==> src/design/scaler_defs.svh <==
// ----------------------------------------------------------
// width and depth macros of the nearest-neighbour scaler
// included by the package and by every module that sizes
// its ports or counters from them
// ----------------------------------------------------------
`ifndef SCALER_DEFS_SVH
`define SCALER_DEFS_SVH

`define SCL_PIX_W        8     // per colour channel
`define SCL_DIM_W        11    // image sizes and row counts
`define SCL_COL_W        10
`define SCL_SLOT_W       2     // four row slots per bank
`define SCL_LB_ADDR_W    12
`define SCL_RATIO_W      16    // fraction bits of the step ratio
`define SCL_ACC_W        27
`define SCL_TAG_DEPTH_W  4
`define SCL_PIPE_LAT     7     // column issue to output

`endif

==> src/design/scaler_pkg.sv <==
// ----------------------------------------------------------
// shared packed types of the scaler
// modules name these by scope in their ports and import the
// package in their bodies
// ----------------------------------------------------------
`default_nettype none
`include "scaler_defs.svh"

package scaler_pkg;

    typedef struct packed {
        logic [`SCL_PIX_W-1:0] r;
        logic [`SCL_PIX_W-1:0] g;
        logic [`SCL_PIX_W-1:0] b;
    } rgb_t;

    typedef struct packed {
        logic vsync;
        logic de;
        rgb_t pix;
    } video_t;

    typedef struct packed {
        logic [`SCL_DIM_W-1:0]   src_width;
        logic [`SCL_DIM_W-1:0]   src_height;
        logic [`SCL_DIM_W-1:0]   dst_width;
        logic [`SCL_DIM_W-1:0]   dst_height;
        logic [`SCL_RATIO_W-1:0] x_ratio;     // 2^16 is 1.0
        logic [`SCL_RATIO_W-1:0] y_ratio;
    } scaler_cfg_t;

    // ------------------------------------------------------
    // line buffer addressing
    // ------------------------------------------------------
    typedef struct packed {
        logic [`SCL_SLOT_W-1:0] slot;
        logic [`SCL_COL_W-1:0]  col;
    } lb_slot_col_t;

    typedef union packed {
        logic [`SCL_LB_ADDR_W-1:0] raw;
        lb_slot_col_t              f;
    } lb_addr_u;

    typedef struct packed {
        logic     wen_even;
        logic     wen_odd;
        lb_addr_u addr;
        rgb_t     data;
    } lb_wr_t;

    typedef struct packed {
        lb_addr_u addr_lo;   // left column
        lb_addr_u addr_hi;
    } lb_bank_rd_t;

    typedef struct packed {
        lb_bank_rd_t even;
        lb_bank_rd_t odd;
    } lb_rd_t;

    // p<row><col> of the 2x2 neighbourhood
    typedef struct packed {
        rgb_t p00;
        rgb_t p01;
        rgb_t p10;
        rgb_t p11;
    } quad_t;

    typedef struct packed {
        logic [`SCL_DIM_W-1:0] x_int;
        logic [`SCL_DIM_W-1:0] y_int;
        logic                  x_half;
        logic                  y_half;
        logic                  issue;
        logic                  frame_start;
    } coord_t;

endpackage

`default_nettype wire

==> src/design/row_writer.sv <==
// ----------------------------------------------------------
// source side of the scaler
// counts rows and columns of the input stream, writes each
// pixel into the line buffer and pushes a tag per full row
// ----------------------------------------------------------
`default_nettype none
`include "scaler_defs.svh"

module row_writer (
    input  logic                  clk_in2,
    input  logic                  rst_n,
    input  scaler_pkg::video_t    in_video,
    input  logic [`SCL_DIM_W-1:0] src_width,
    output scaler_pkg::lb_wr_t    wr,
    output logic                  tag_push,
    output logic [`SCL_DIM_W-1:0] tag_row
);

    logic                  de_q;
    logic [`SCL_DIM_W-1:0] row_cnt;    // source row being received
    logic [`SCL_DIM_W-1:0] col_cnt;
    logic                  take;
    logic                  de_fall;

    assign take    = in_video.vsync & in_video.de;
    assign de_fall = de_q & ~in_video.de;

    always_ff @(posedge clk_in2)
    begin
        if (!rst_n)
        begin
            de_q    <= 1'b0;
            row_cnt <= '0;
            col_cnt <= '0;
        end
        else
        begin
            de_q <= in_video.de;
            if (!in_video.vsync)
                row_cnt <= '0;
            else if (de_fall)
                row_cnt <= row_cnt + 1'b1;   // row done
            if (take)
                col_cnt <= col_cnt + 1'b1;
            else
                col_cnt <= '0;
        end
    end

    // even rows to the even bank, slot from row bits 2:1
    always_ff @(posedge clk_in2)
    begin
        wr.data        <= in_video.pix;
        wr.addr.f.slot <= row_cnt[2:1];
        wr.addr.f.col  <= col_cnt[`SCL_COL_W-1:0];
        tag_row        <= row_cnt;
        if (!rst_n)
        begin
            wr.wen_even <= 1'b0;
            wr.wen_odd  <= 1'b0;
            tag_push    <= 1'b0;
        end
        else
        begin
            wr.wen_even <= take & ~row_cnt[0];
            wr.wen_odd  <= take & row_cnt[0];
            tag_push    <= take && (col_cnt == src_width - 1'b1);
        end
    end

endmodule

`default_nettype wire

==> config.mk <==
export PLATFORM = sky130hd
export DESIGN_NAME = row_writer
export DESIGN_NICKNAME = d
export VERILOG_FILES = /design/src/design/scaler_pkg.sv /design/src/design/row_writer.sv
export VERILOG_INCLUDE_DIRS = /design/src /design/src/design
export SDC_FILE = /design/constraint.sdc
export NUM_CORES = 1
export LEC_CHECK = 0
export BUFFER_PORTS_ARGS = -buffer_cell sky130_fd_sc_hd__clkbuf_2
export CAP_MARGIN = 20
export CORE_MARGIN = 5
export CORE_UTILIZATION = 40
export CTS_CLUSTER_SIZE = 8
export DETAILED_ROUTE_END_ITERATION = 8
export GPL_ROUTABILITY_DRIVEN = 0
export PLACE_DENSITY = 0.68
export SYNTH_ARGS = -nofsm -noshare
export SYNTH_HDL_FRONTEND = slang
export SYNTH_SLANG_ARGS = --single-unit
==> constraint.sdc <==
create_clock -name clk_in2 -period 2 [get_ports clk_in2]
set_input_delay 0.2 -clock clk_in2 [delete_from_list [all_inputs] [get_ports clk_in2]]
set_output_delay 0.2 -clock clk_in2 [all_outputs]
set_load 0.02 [all_outputs]
Word level (Yosys, flattened, before mapping). Index checks and enable logic that the tools add are counted. Widths: inputs -> output; s select.

Bitwise gates (word level): 6. Reductions and logical operators: 3. Add/sub/neg operators: 3. Equality and inequality tests: 1.

Operator list (number): $add 11x1->11 const B (2); $eq 11x11->1 (1); $sub 11x1->11 const B (1); $and 1x1->1 (4); $reduce_and 2->1 (2); $not 1->1 (2); $logic_and 1x1->1 (1).

Logic and storage cells: 24. Register bits: 73. Input port bits: 39. Output and inout port bits: 50.

Longest topological paths before layout. Gate-level depths: netlist of run 1.

Word-level depth: 3. Mapped depth: 7. Depth with buffers taken out: 7.

Worst setup path after synthesis of run 1. OpenSTA, ideal clock, no wires.

Path type: input port to flip-flop. From: in src_width[0]. To: reg tag_push. Required time: 1.921 ns. Data arrival time: 1.481 ns. Path slack: 0.440 ns. Library setup time: 0.079 ns. Stages on the path: 7. Path buffers: 0. Cells stage by stage: inv_1 > ha_1 > or4b_1 > nor3_1 > xnor2_1 > nand4_1 > a211oi_2.

Word-level cells in the longest chain between the ends: 3.

RTL lines: start, declared (RTL line row_writer.sv:13) `` input logic [`SCL_DIM_W-1:0] src_width, ``; $sub 11x1->11 (RTL line row_writer.sv:67) `tag_push <= take && (col_cnt == src_width - 1'b1);`; $eq 11x11->1 (RTL line row_writer.sv:67); $logic_and 1x1->1 (RTL line row_writer.sv:67); end signal, assigned (RTL line row_writer.sv:67); end, declared (RTL line row_writer.sv:15) `output logic tag_push,`.

No other way between the ends. A chain may end at the register's enable or synchronous reset.

Final worst setup path of run 1.
From: reg col_cnt[0]. To: reg tag_push.

Word-level cells in the longest chain between the ends: 2.

RTL lines: start, declared (RTL line row_writer.sv:21) `` logic [`SCL_DIM_W-1:0] col_cnt; ``; start signal, assigned (RTL line row_writer.sv:44) `col_cnt <= col_cnt + 1'b1;`; $eq 11x11->1 (RTL line row_writer.sv:67); $logic_and 1x1->1 (RTL line row_writer.sv:67).

No other way between the ends.

==> flow_summary.ini, run 1 <==
[yosys]
synth_fp_nets = 237
ys_seq_area_frac = 0.633
synth_cells = 195
yosys.area.top_type = dfxtp_1
synth-seq-cells = 71
postSynthAreaPerCell_sq_um = 11.5
ys_async_sr_fraction = 0
synth_ff_type = dfxtp_1
ys_types = 33
netlist.area_leader.share = 0.633
synth_most_common_cell = dfxtp_1
ys_top_cells_by_count = dfxtp_1, nor2_1, xor2_1, xnor2_1, nand2_1
yosys-top-cells-area = dfxtp_1, xor2_1, xnor2_1
synth_warnings = 0
synthesis.area_sq_mm = 0.00225
synth_edf_count = 0

[grt]
grt.total_usage = 0.145
grt_overflow = 0
first_global_vias = 1675
antenna_found_initial = 0
grt_max_degree = 13
grt_first_pass_wirelength_um = 8070

[layout]
layout.nets = 357
fillers = 480
multiInputGateArea_sq_um = 792
final-seq-area_sq_mm = 0.00142
layoutNonFillerInstCount = 392
num_antenna_cells = 0
drive_above_1_share = 0.341
area_delta_synth_final_pct = 43.5

[worst_setup_path]
cp.arrival_ns = 1.82
rr_worst_depth = 5
startpoint = col_cnt[0]$_SDFF_PN0_
reg2reg_from = col_cnt[0]$_SDFF_PN0_
worstSetupPathType = flop to flop
worstPathRequired_ns = 2.25
path_cells = xor2_1, o21ai_0, a2111oi_0, nand4_1, a211oi_2
slowest_delay_ns = 0.45
cpMaxStageDelayCell = dfxtp_1
startpoint_type = flop
crit_path_max_fanout = 6
end_kind = flop

[timing]
setup-violations-final = 0
slew_headroom = 0.715
max_freq_mhz = 639
rsz0062_at_grt = false
tightest_slew_ns = 0.416
final.min_clock_period_ns = 1.57
fin_worst_skew_ns = 0.00597
fin_worst_hold_slack_ns = 0.159
slew_viol_final = 0
tns_ns = 0
hold_viol_final = 0
period_share = 0.783

[die]
die_w_um = 85.0
dieArea_sq_mm = 0.00722
core_region_area_sq_mm = 0.00547
row_count = 27
die_y_um = 85.0
num_io_pins = 89
start_util = 0.411

[clock_network]
cts_setup_buffers = 0
insertion_delay_ns = 0.33
clockRootBuffer = clkbuf_8
clockBufferDepth = 2
cts.htree.levels = 3
cts_sinks = 71
cts_tree = yes
cts_buffers = 9
clk_pin_slew_ns = 0.07

[hold_path]
whs_path_depth = 2
worstHoldStart = in_video[25]
hold_path.class = input pin to flop

[routing]
viasPerCell = 4.43
drcViolationCount = 0
drtAntennaViolNets = 0
drt_first_pass_iters = 4
finalWirelength_um = 4920
routed-via-count = 1736
wl_per_cell_um = 12.5
drt_iter0_drc = 48

[placement]
port_buffers = 88
post-place-cells = 352
dp_hpwl_um = 3360

[power]
ir_drop_uv = 441
finalPower_mw = 2.90
p_per_area_mw_per_mm2 = 898
leakagePower_nw = 1.45

[job]
maxCapViolCount = 0

[status]
status = finished, final reports clean
cells in the final DEF (no fill, tap or decap), drive strengths merged, types with 3 or more instances in the layout:
master / synthesis / routed
nand2: 10 / 10
dlygate4sd3: 0 / 24
clkbuf: 2 / 99
xor2: 19 / 19
nand3: 9 / 9
ha: 3 / 3
nand4: 4 / 4
nor2: 28 / 28
inv: 3 / 3
xnor2: 14 / 14
and3: 5 / 5
dfxtp: 71 / 71
metal layers:
layer / track usage / vias up / wire [um]
li1: - / 887 / -
met4: 0.0863 / 0 / 130
met1: 0.174 / 767 / 2170
met3: 0.0515 / 12 / 360
met5: 0 / - / 0
met2: 0.221 / 70 / 2260
critical path: cells and delay by family, from the launching register on:
family	cells	cell delay (ns)
AO/OA/AOI/OAI	3	0.72
XOR/XNOR	1	0.16
AND/OR/NAND/NOR	1	0.17
flip-flops	1	0.45
registers in the layout, summed over array words and instances (netlist names):
name and flops:
tag_push 1, de_q 1, row_cnt 11, wr 36, tag_row 11, col_cnt 11
path summary, 6_finish.rpt:
check,end,slack (ns)
worst max-delay path,tag_push$_SDFF_PN0_,0.43
worst min-delay path,col_cnt[1]$_SDFF_PN0_,0.16
worst max register to register,tag_push$_SDFF_PN0_,0.43
worst min register to register,tag_row[10]$_DFF_P_,0.37
final cells by class:
class | count | area share
tap | 72 | 0.0279
clock inverter | 5 | 0.0252
clock buffer | 11 | 0.0438
multi-input combinational | 117 | 0.246
timing repair buffer | 113 | 0.213
sequential | 71 | 0.441
inverter | 3 | 0.00349
power breakdown:
part           internal, mW  switching (mW)  total [mW]
combinational        0.0997           0.103       0.203
sequential             1.44          0.0116        1.46
clock                 0.737           0.501        1.24
total                  2.28           0.615        2.90
timing repair:
item                                    4_1_cts  5_1_grt
hold buffers                                 24        0
resized for setup                             0        0
endpoints found under the setup margin        0        0
hold endpoints to repair                     24        0
stage by stage:
step | setup WS (ns) | area, sq um | utilization
floorplan | 0.440 | 2250 | -
CTS | 0.402 | 3230 | 0.589
global placement | 0.213 | 2760 | 0.505
finish | 0.434 | 3230 | 0.589
global route | 0.195 | 3230 | 0.589
detailed placement | 0.176 | 2760 | 0.505
cell families after synthesis:
group,count (synthesis),share of synthesized area
fa+ha+maj,3,0.0167
simple gates,70,0.165
mux,2,0.00891
compound gates,9,0.0329
buf+inv,7,0.0150
xor+xnor,33,0.129
flops,71,0.633
(Power assumes the default switching activity.)
==> run 2, diff against run 1 <==
--- a/config.mk
+++ b/config.mk
@@ -13,7 +13,7 @@
 export CTS_CLUSTER_SIZE = 8
 export DETAILED_ROUTE_END_ITERATION = 8
 export GPL_ROUTABILITY_DRIVEN = 0
-export PLACE_DENSITY = 0.68
+export PLACE_DENSITY = 0.7
 export SYNTH_ARGS = -nofsm -noshare
 export SYNTH_HDL_FRONTEND = slang
 export SYNTH_SLANG_ARGS = --single-unit
==> constraint.sdc (replaced) <==
create_clock -name clk_in2 -period 1.28 [get_ports clk_in2]
set_input_delay 0.128 -clock clk_in2 [delete_from_list [all_inputs] [get_ports clk_in2]]
set_output_delay 0.128 -clock clk_in2 [all_outputs]
set_load 0.02 [all_outputs]
==> run 2 against run 1 <==
Compared with the run above: the run now ends with setup timing left; die area unchanged; clock-buffer cell count fell by 1; highest routed layer unchanged; register-to-register slack lost 0.47 ns; sequential power increased by 55%; flip-flop and latch count did not move.
==> flow_summary.ini, run 2 (same netlist as run 1, synthesis figures left out) <==
[placement]
place_area_sq_mm = 0.00303
port_buffers = 88
dp_hpwl_um = 3670

[routing]
routed-via-count = 1830
drt_first_pass_iters = 4
wl_per_cell_um = 12.8
viasPerCell = 4.34
drcViolationCount = 0
drtAntennaViolNets = 0
drt_iter0_drc = 45
finalWirelength_um = 5390

[timing]
period_share = 1.05
timing.final.ws_setup_ns = -0.0607
tightest_slew_ns = 0.394
hold_viol_final = 0
fin_worst_skew_ns = 0.0102
final.min_clock_period_ns = 1.34
slew_headroom = 0.737
slew_viol_final = 0
setup-violations-final = 1
rsz0062_at_grt = true
max_freq_mhz = 746

[layout]
final_cell_mix = clkbuf_2, dfxtp_1, buf_4
area_delta_synth_final_pct = 58.6
largest_register_ffs = 36
final_cell_area_sq_mm = 0.00356
drive_above_1_share = 0.469
final_common_cell = clkbuf_2
layout.nets = 387
post-route-util = 0.651
top_register = wr
fillers = 461
num_antenna_cells = 0

[clock_network]
insertion_delay_ns = 0.33
cts.htree.levels = 3
cts_buffers = 9
cts_sinks = 71
cts_tree = yes
clockRootBuffer = clkbuf_8
clk_pin_slew_ns = 0.08
clockBufferDepth = 2

[worst_setup_path]
reg2reg_from = col_cnt[10]$_SDFF_PN0_
end_kind = flop
worstSetupPathType = input pin to flop
crit_path_max_fanout = 3
startpoint_type = input pin
cp-endpoint = tag_push$_SDFF_PN0_
cpMaxStageDelayCell = or4b_4
cp.buffers_inverters = 2
cp.arrival_ns = 1.59
worstReg2RegEnd = tag_push$_SDFF_PN0_
rr_worst_depth = 4
path_cells = clkbuf_4, inv_12, ha_4, or4b_4, o41a_1, a211oi_2
slowest_delay_ns = 0.48
cp.depth = 6
reg2reg_slack_ns = -0.04
cp_top_family = compound AO/OA/AOI/OAI gates
startpoint = src_width[1]
worstPathRequired_ns = 1.53

[grt]
first_global_vias = 1940
grt_first_pass_wirelength_um = 9020
grtUsageMet2 = 0.278
grt.busiest_layer = met2
grt_overflow = 0
use_met3 = 0.0476
antenna_found_initial = 0
grt.total_usage = 0.157
grt_max_degree = 14
grt_util_met1 = 0.180

[power]
p_per_area_mw_per_mm2 = 1190
leakagePower_nw = 1.59
ir_drop_uv = 829

[status]
violations = setup timing
status = finished with violations

[die]
core_region_area_sq_mm = 0.00547
die_w_um = 85.0
start_util = 0.411
dieArea_sq_mm = 0.00722
die_y_um = 85.0
num_io_pins = 89
row_count = 27

[hold_path]
hold_path.class = input pin to flop

[job]
maxCapViolCount = 0
[run 2: changes by cell type in the layout (fill, tap and decap cells not counted), moves of 3 or more]
cell     previous run  this run
dfxtp_4             0         3
inv_6               0         3
ha_1                3         0
dfxtp_1            71        66
nor2_1             27        23
xor2_1             19        16
nor2_2              1         4
buf_4               1        31
[run 2: how the worst min path moves through the flow]
stage	startpoint	cells after the start	endpoint
after global routing	in_video[25]	2	col_cnt[1]$_SDFF_PN0_
after global placement	in_video[18]	1	wr[18]$_DFF_P_
after detailed placement	in_video[14]	1	wr[14]$_DFF_P_
after CTS	in_video[25]	2	col_cnt[1]$_SDFF_PN0_
after floorplan	in_video[0]	0	wr[0]$_DFF_P_
final	in_video[25]	2	col_cnt[1]$_SDFF_PN0_
[run 2: cell type report]
| cell class | count | area, sq um | area share |
|---|---|---|---|
| clock buffers | 10 | 138 | 0.0386 |
| clock inverters | 6 | 42.5 | 0.0119 |
| inverters | 3 | 28.8 | 0.00807 |
| multi-input cells | 117 | 915 | 0.257 |
| flip-flops and latches | 71 | 1440 | 0.403 |
| well taps | 72 | 90.1 | 0.0253 |
| repair buffers | 143 | 916 | 0.257 |
[run 2: repair_timing]
| action | 4_1_cts | 5_1_grt |
|---|---|---|
| pin swaps | 4 | 7 |
| hold endpoints to repair | 24 | 0 |
| hold buffers | 24 | 0 |
| setup endpoints to repair | 7 | 11 |
| resized for setup | 9 | 17 |
| buffers inserted | 0 | 1 |
[run 2: metrics by stage]
| stage | hold WS, ns | setup WS (ns) | total power, mW | std cells | setup TNS [ns] |
|---|---|---|---|---|---|
| after floorplan | 0.156 | -0.146 | 2.46 | 195 | -0.146 |
| after global placement | 0.231 | -0.364 | 2.62 | 381 | -0.462 |
| after detailed placement | 0.232 | -0.427 | 2.63 | 381 | -0.564 |
| after CTS | 0.0388 | -0.0245 | 4.30 | 421 | -0.0245 |
| after global routing | 0.0645 | -0.120 | 4.43 | 422 | -0.176 |
| final | 0.0762 | -0.0607 | 4.24 | 422 | -0.0607 |
[run 2: routing by layer]
metal  vias to the layer above  routed length (um)
met5                         -                   0
met4                         0                  40
met3                         4                 351
met2                        60                2810
met1                       822                2190
li1                        944                   -
[run 2: report_power, final]
group	internal, mW	switching [mW]	total [mW]
Combinational	0.195	0.188	0.383
Clock	0.762	0.826	1.59
Sequential	2.25	0.0170	2.27
Total	3.21	1.03	4.24
==> run 3, diff against run 2 <==
--- a/config.mk
+++ b/config.mk
@@ -8,9 +8,10 @@
 export LEC_CHECK = 0
 export BUFFER_PORTS_ARGS = -buffer_cell sky130_fd_sc_hd__clkbuf_2
 export CAP_MARGIN = 20
+export CORE_ASPECT_RATIO = 1.2
 export CORE_MARGIN = 5
 export CORE_UTILIZATION = 40
-export CTS_CLUSTER_SIZE = 8
+export CTS_CLUSTER_SIZE = 40
 export DETAILED_ROUTE_END_ITERATION = 8
 export GPL_ROUTABILITY_DRIVEN = 0
 export PLACE_DENSITY = 0.7
==> run 3 against run 2 <==
Compared with the run above: the flow still finishes with violations (setup timing); worst setup slack better by 0.050 ns; sequential power hardly changed; highest routed layer unchanged; design area hardly changed; non-clock buffer count is 1 higher; largest power group unchanged.
==> flow_summary.ini, run 3 (same netlist as run 1, synthesis figures left out) <==
[status]
status = finished with violations
violations = setup timing

[routing]
drt_first_pass_iters = 4
finalWirelength_um = 5510
wl_per_cell_um = 13.3
drcViolationCount = 0
drtAntennaViolNets = 0
viasPerCell = 4.59
routed-via-count = 1900
drt_iter0_drc = 44

[layout]
fillers = 438
top_register = wr
largest_register_ffs = 36
multiInputGateArea_sq_um = 880
final_common_cell = clkbuf_2
area_delta_synth_final_pct = 58.6
final_cell_mix = clkbuf_2, dfxtp_1, buf_4
final-seq-area_sq_mm = 0.00143
drive_above_1_share = 0.457
layout.nets = 388
num_antenna_cells = 0

[worst_setup_path]
reg2reg_slack_ns = -0.01
worstPathRequired_ns = 1.55
crit_path_max_fanout = 2
end_kind = flop
rr_worst_depth = 5
reg2reg_from = col_cnt[4]$_SDFF_PN0_
worstReg2RegEnd = tag_push$_SDFF_PN0_
worstSetupPathType = flop to flop
cp.arrival_ns = 1.56
startpoint_type = flop

[timing]
tightest_slew_ns = 0.425
slew_viol_final = 0
period_share = 1.01
hold_viol_final = 0
fin_worst_skew_ns = 0.00737
rsz0062_at_grt = true
final.min_clock_period_ns = 1.29
timing.final.ws_setup_ns = -0.0111
setup-violations-final = 1
max_freq_mhz = 775
slew_headroom = 0.714

[power]
power.share.clock = 0.419
p_sw_mw = 0.972
seq_power_share = 0.497
p_sw_frac = 0.213
p_int_mw = 3.59
ir_drop_uv = 980
p_per_area_mw_per_mm2 = 1280
leakagePower_nw = 1.61
finalPower_mw = 4.56
combPwrFrac = 0.083

[clock_network]
cts_sinks = 71
cts_setup_buffers = 0
insertion_delay_ns = 0.34
cts.htree.levels = 3
clockBufferDepth = 2
cts_tree = yes
cts_buffers = 9
clk_pin_slew_ns = 0.07
clockRootBuffer = clkbuf_8

[die]
core_region_area_sq_mm = 0.00556
dieArea_sq_mm = 0.00722
num_io_pins = 89
die_y_um = 92.1
die_w_um = 78.4
start_util = 0.405
row_count = 30

[hold_path]
whs_path_depth = 2
worstHoldStart = in_video[25]
hold_path.class = input pin to flop
worstHoldEndpoint = col_cnt[1]$_SDFF_PN0_

[grt]
first_global_vias = 2019
antenna_found_initial = 0
grt_max_degree = 12
grt_overflow = 0
grt_first_pass_wirelength_um = 9030
grt.total_usage = 0.164

[job]
maxCapViolCount = 0

[placement]
dp_hpwl_um = 3710
preCtsSetupSlack_ns = -0.397
port_buffers = 88
[run 3: timing repair]
item / CTS / global route
hold endpoints to repair: 24 / 0
hold buffers: 24 / 0
endpoints found under the setup margin: 4 / 9
pin swaps: 5 / 5
gates resized for setup: 10 / 12
[run 3: power by group through the flow]
stage                     combinational [mW]  sequential (mW)  clock, mW
final                                  0.379             2.27       1.91
after global routing                   0.408             2.27       2.10
after CTS                              0.374             2.27       1.97
after detailed placement               0.306             2.32          0
after global placement                 0.303             2.32          0
after floorplan                       0.0800             2.38          0
[run 3: final cells by class]
type                    instances  share of cell area
well taps                      64              0.0225
inverters                       3             0.00808
repair buffers                144               0.261
multi-input cells             117               0.247
clock buffers                  12              0.0407
flip-flops and latches         71               0.402
clock inverters                 3              0.0190
[run 3: per-stage QoR]
stage	hold slack (ns)	cells	instance area (sq um)	TNS, ns	utilization
finish	0.0651	414	3560	-0.0111	0.641
global route	0.0569	414	3560	-0.192	0.641
CTS	0.0527	414	3520	0	0.633
detailed placement	0.232	375	3030	-0.529	0.545
global placement	0.231	375	3030	-0.460	0.545
floorplan	0.156	195	2290	-0.146	-
[run 3: how the worst max path moves through the flow]
| stage | start | end | slack (ns) | depth (start not counted) |
|---|---|---|---|---|
| 2_1_floorplan | src_width[1] | tag_push$_SDFF_PN0_ | -0.15 | 5 |
| 3_3_place_gp | src_width[1] | tag_push$_SDFF_PN0_ | -0.37 | 6 |
| 3_5_place_dp | src_width[1] | tag_push$_SDFF_PN0_ | -0.40 | 6 |
| 4_1_cts | col_cnt[10]$_SDFF_PN0_ | tag_push$_SDFF_PN0_ | 0.005 | 4 |
| 5_1_grt | col_cnt[4]$_SDFF_PN0_ | tag_push$_SDFF_PN0_ | -0.1 | 5 |
| 6_report | col_cnt[4]$_SDFF_PN0_ | tag_push$_SDFF_PN0_ | -0.01 | 5 |
[run 3: worst max-delay path, cell delays in order (launching register included)]
cell and delay (ns):
dfxtp_2 0.35, xor2_2 0.18, o21ai_1 0.10, a2111oi_2 0.26, nand4_1 0.17, a211oi_2 0.16
[run 3: per-layer routing]
| metal | share of wire | global-route usage | vias to the layer above | wire, um |
|---|---|---|---|---|
| met4 | 0.020 | 0.0758 | 0 | 109 |
| met5 | 0 | 0 | - | 0 |
| met3 | 0.076 | 0.0717 | 11 | 417 |
| met2 | 0.51 | 0.285 | 72 | 2830 |
| met1 | 0.39 | 0.167 | 870 | 2150 |
| li1 | - | - | 947 | - |
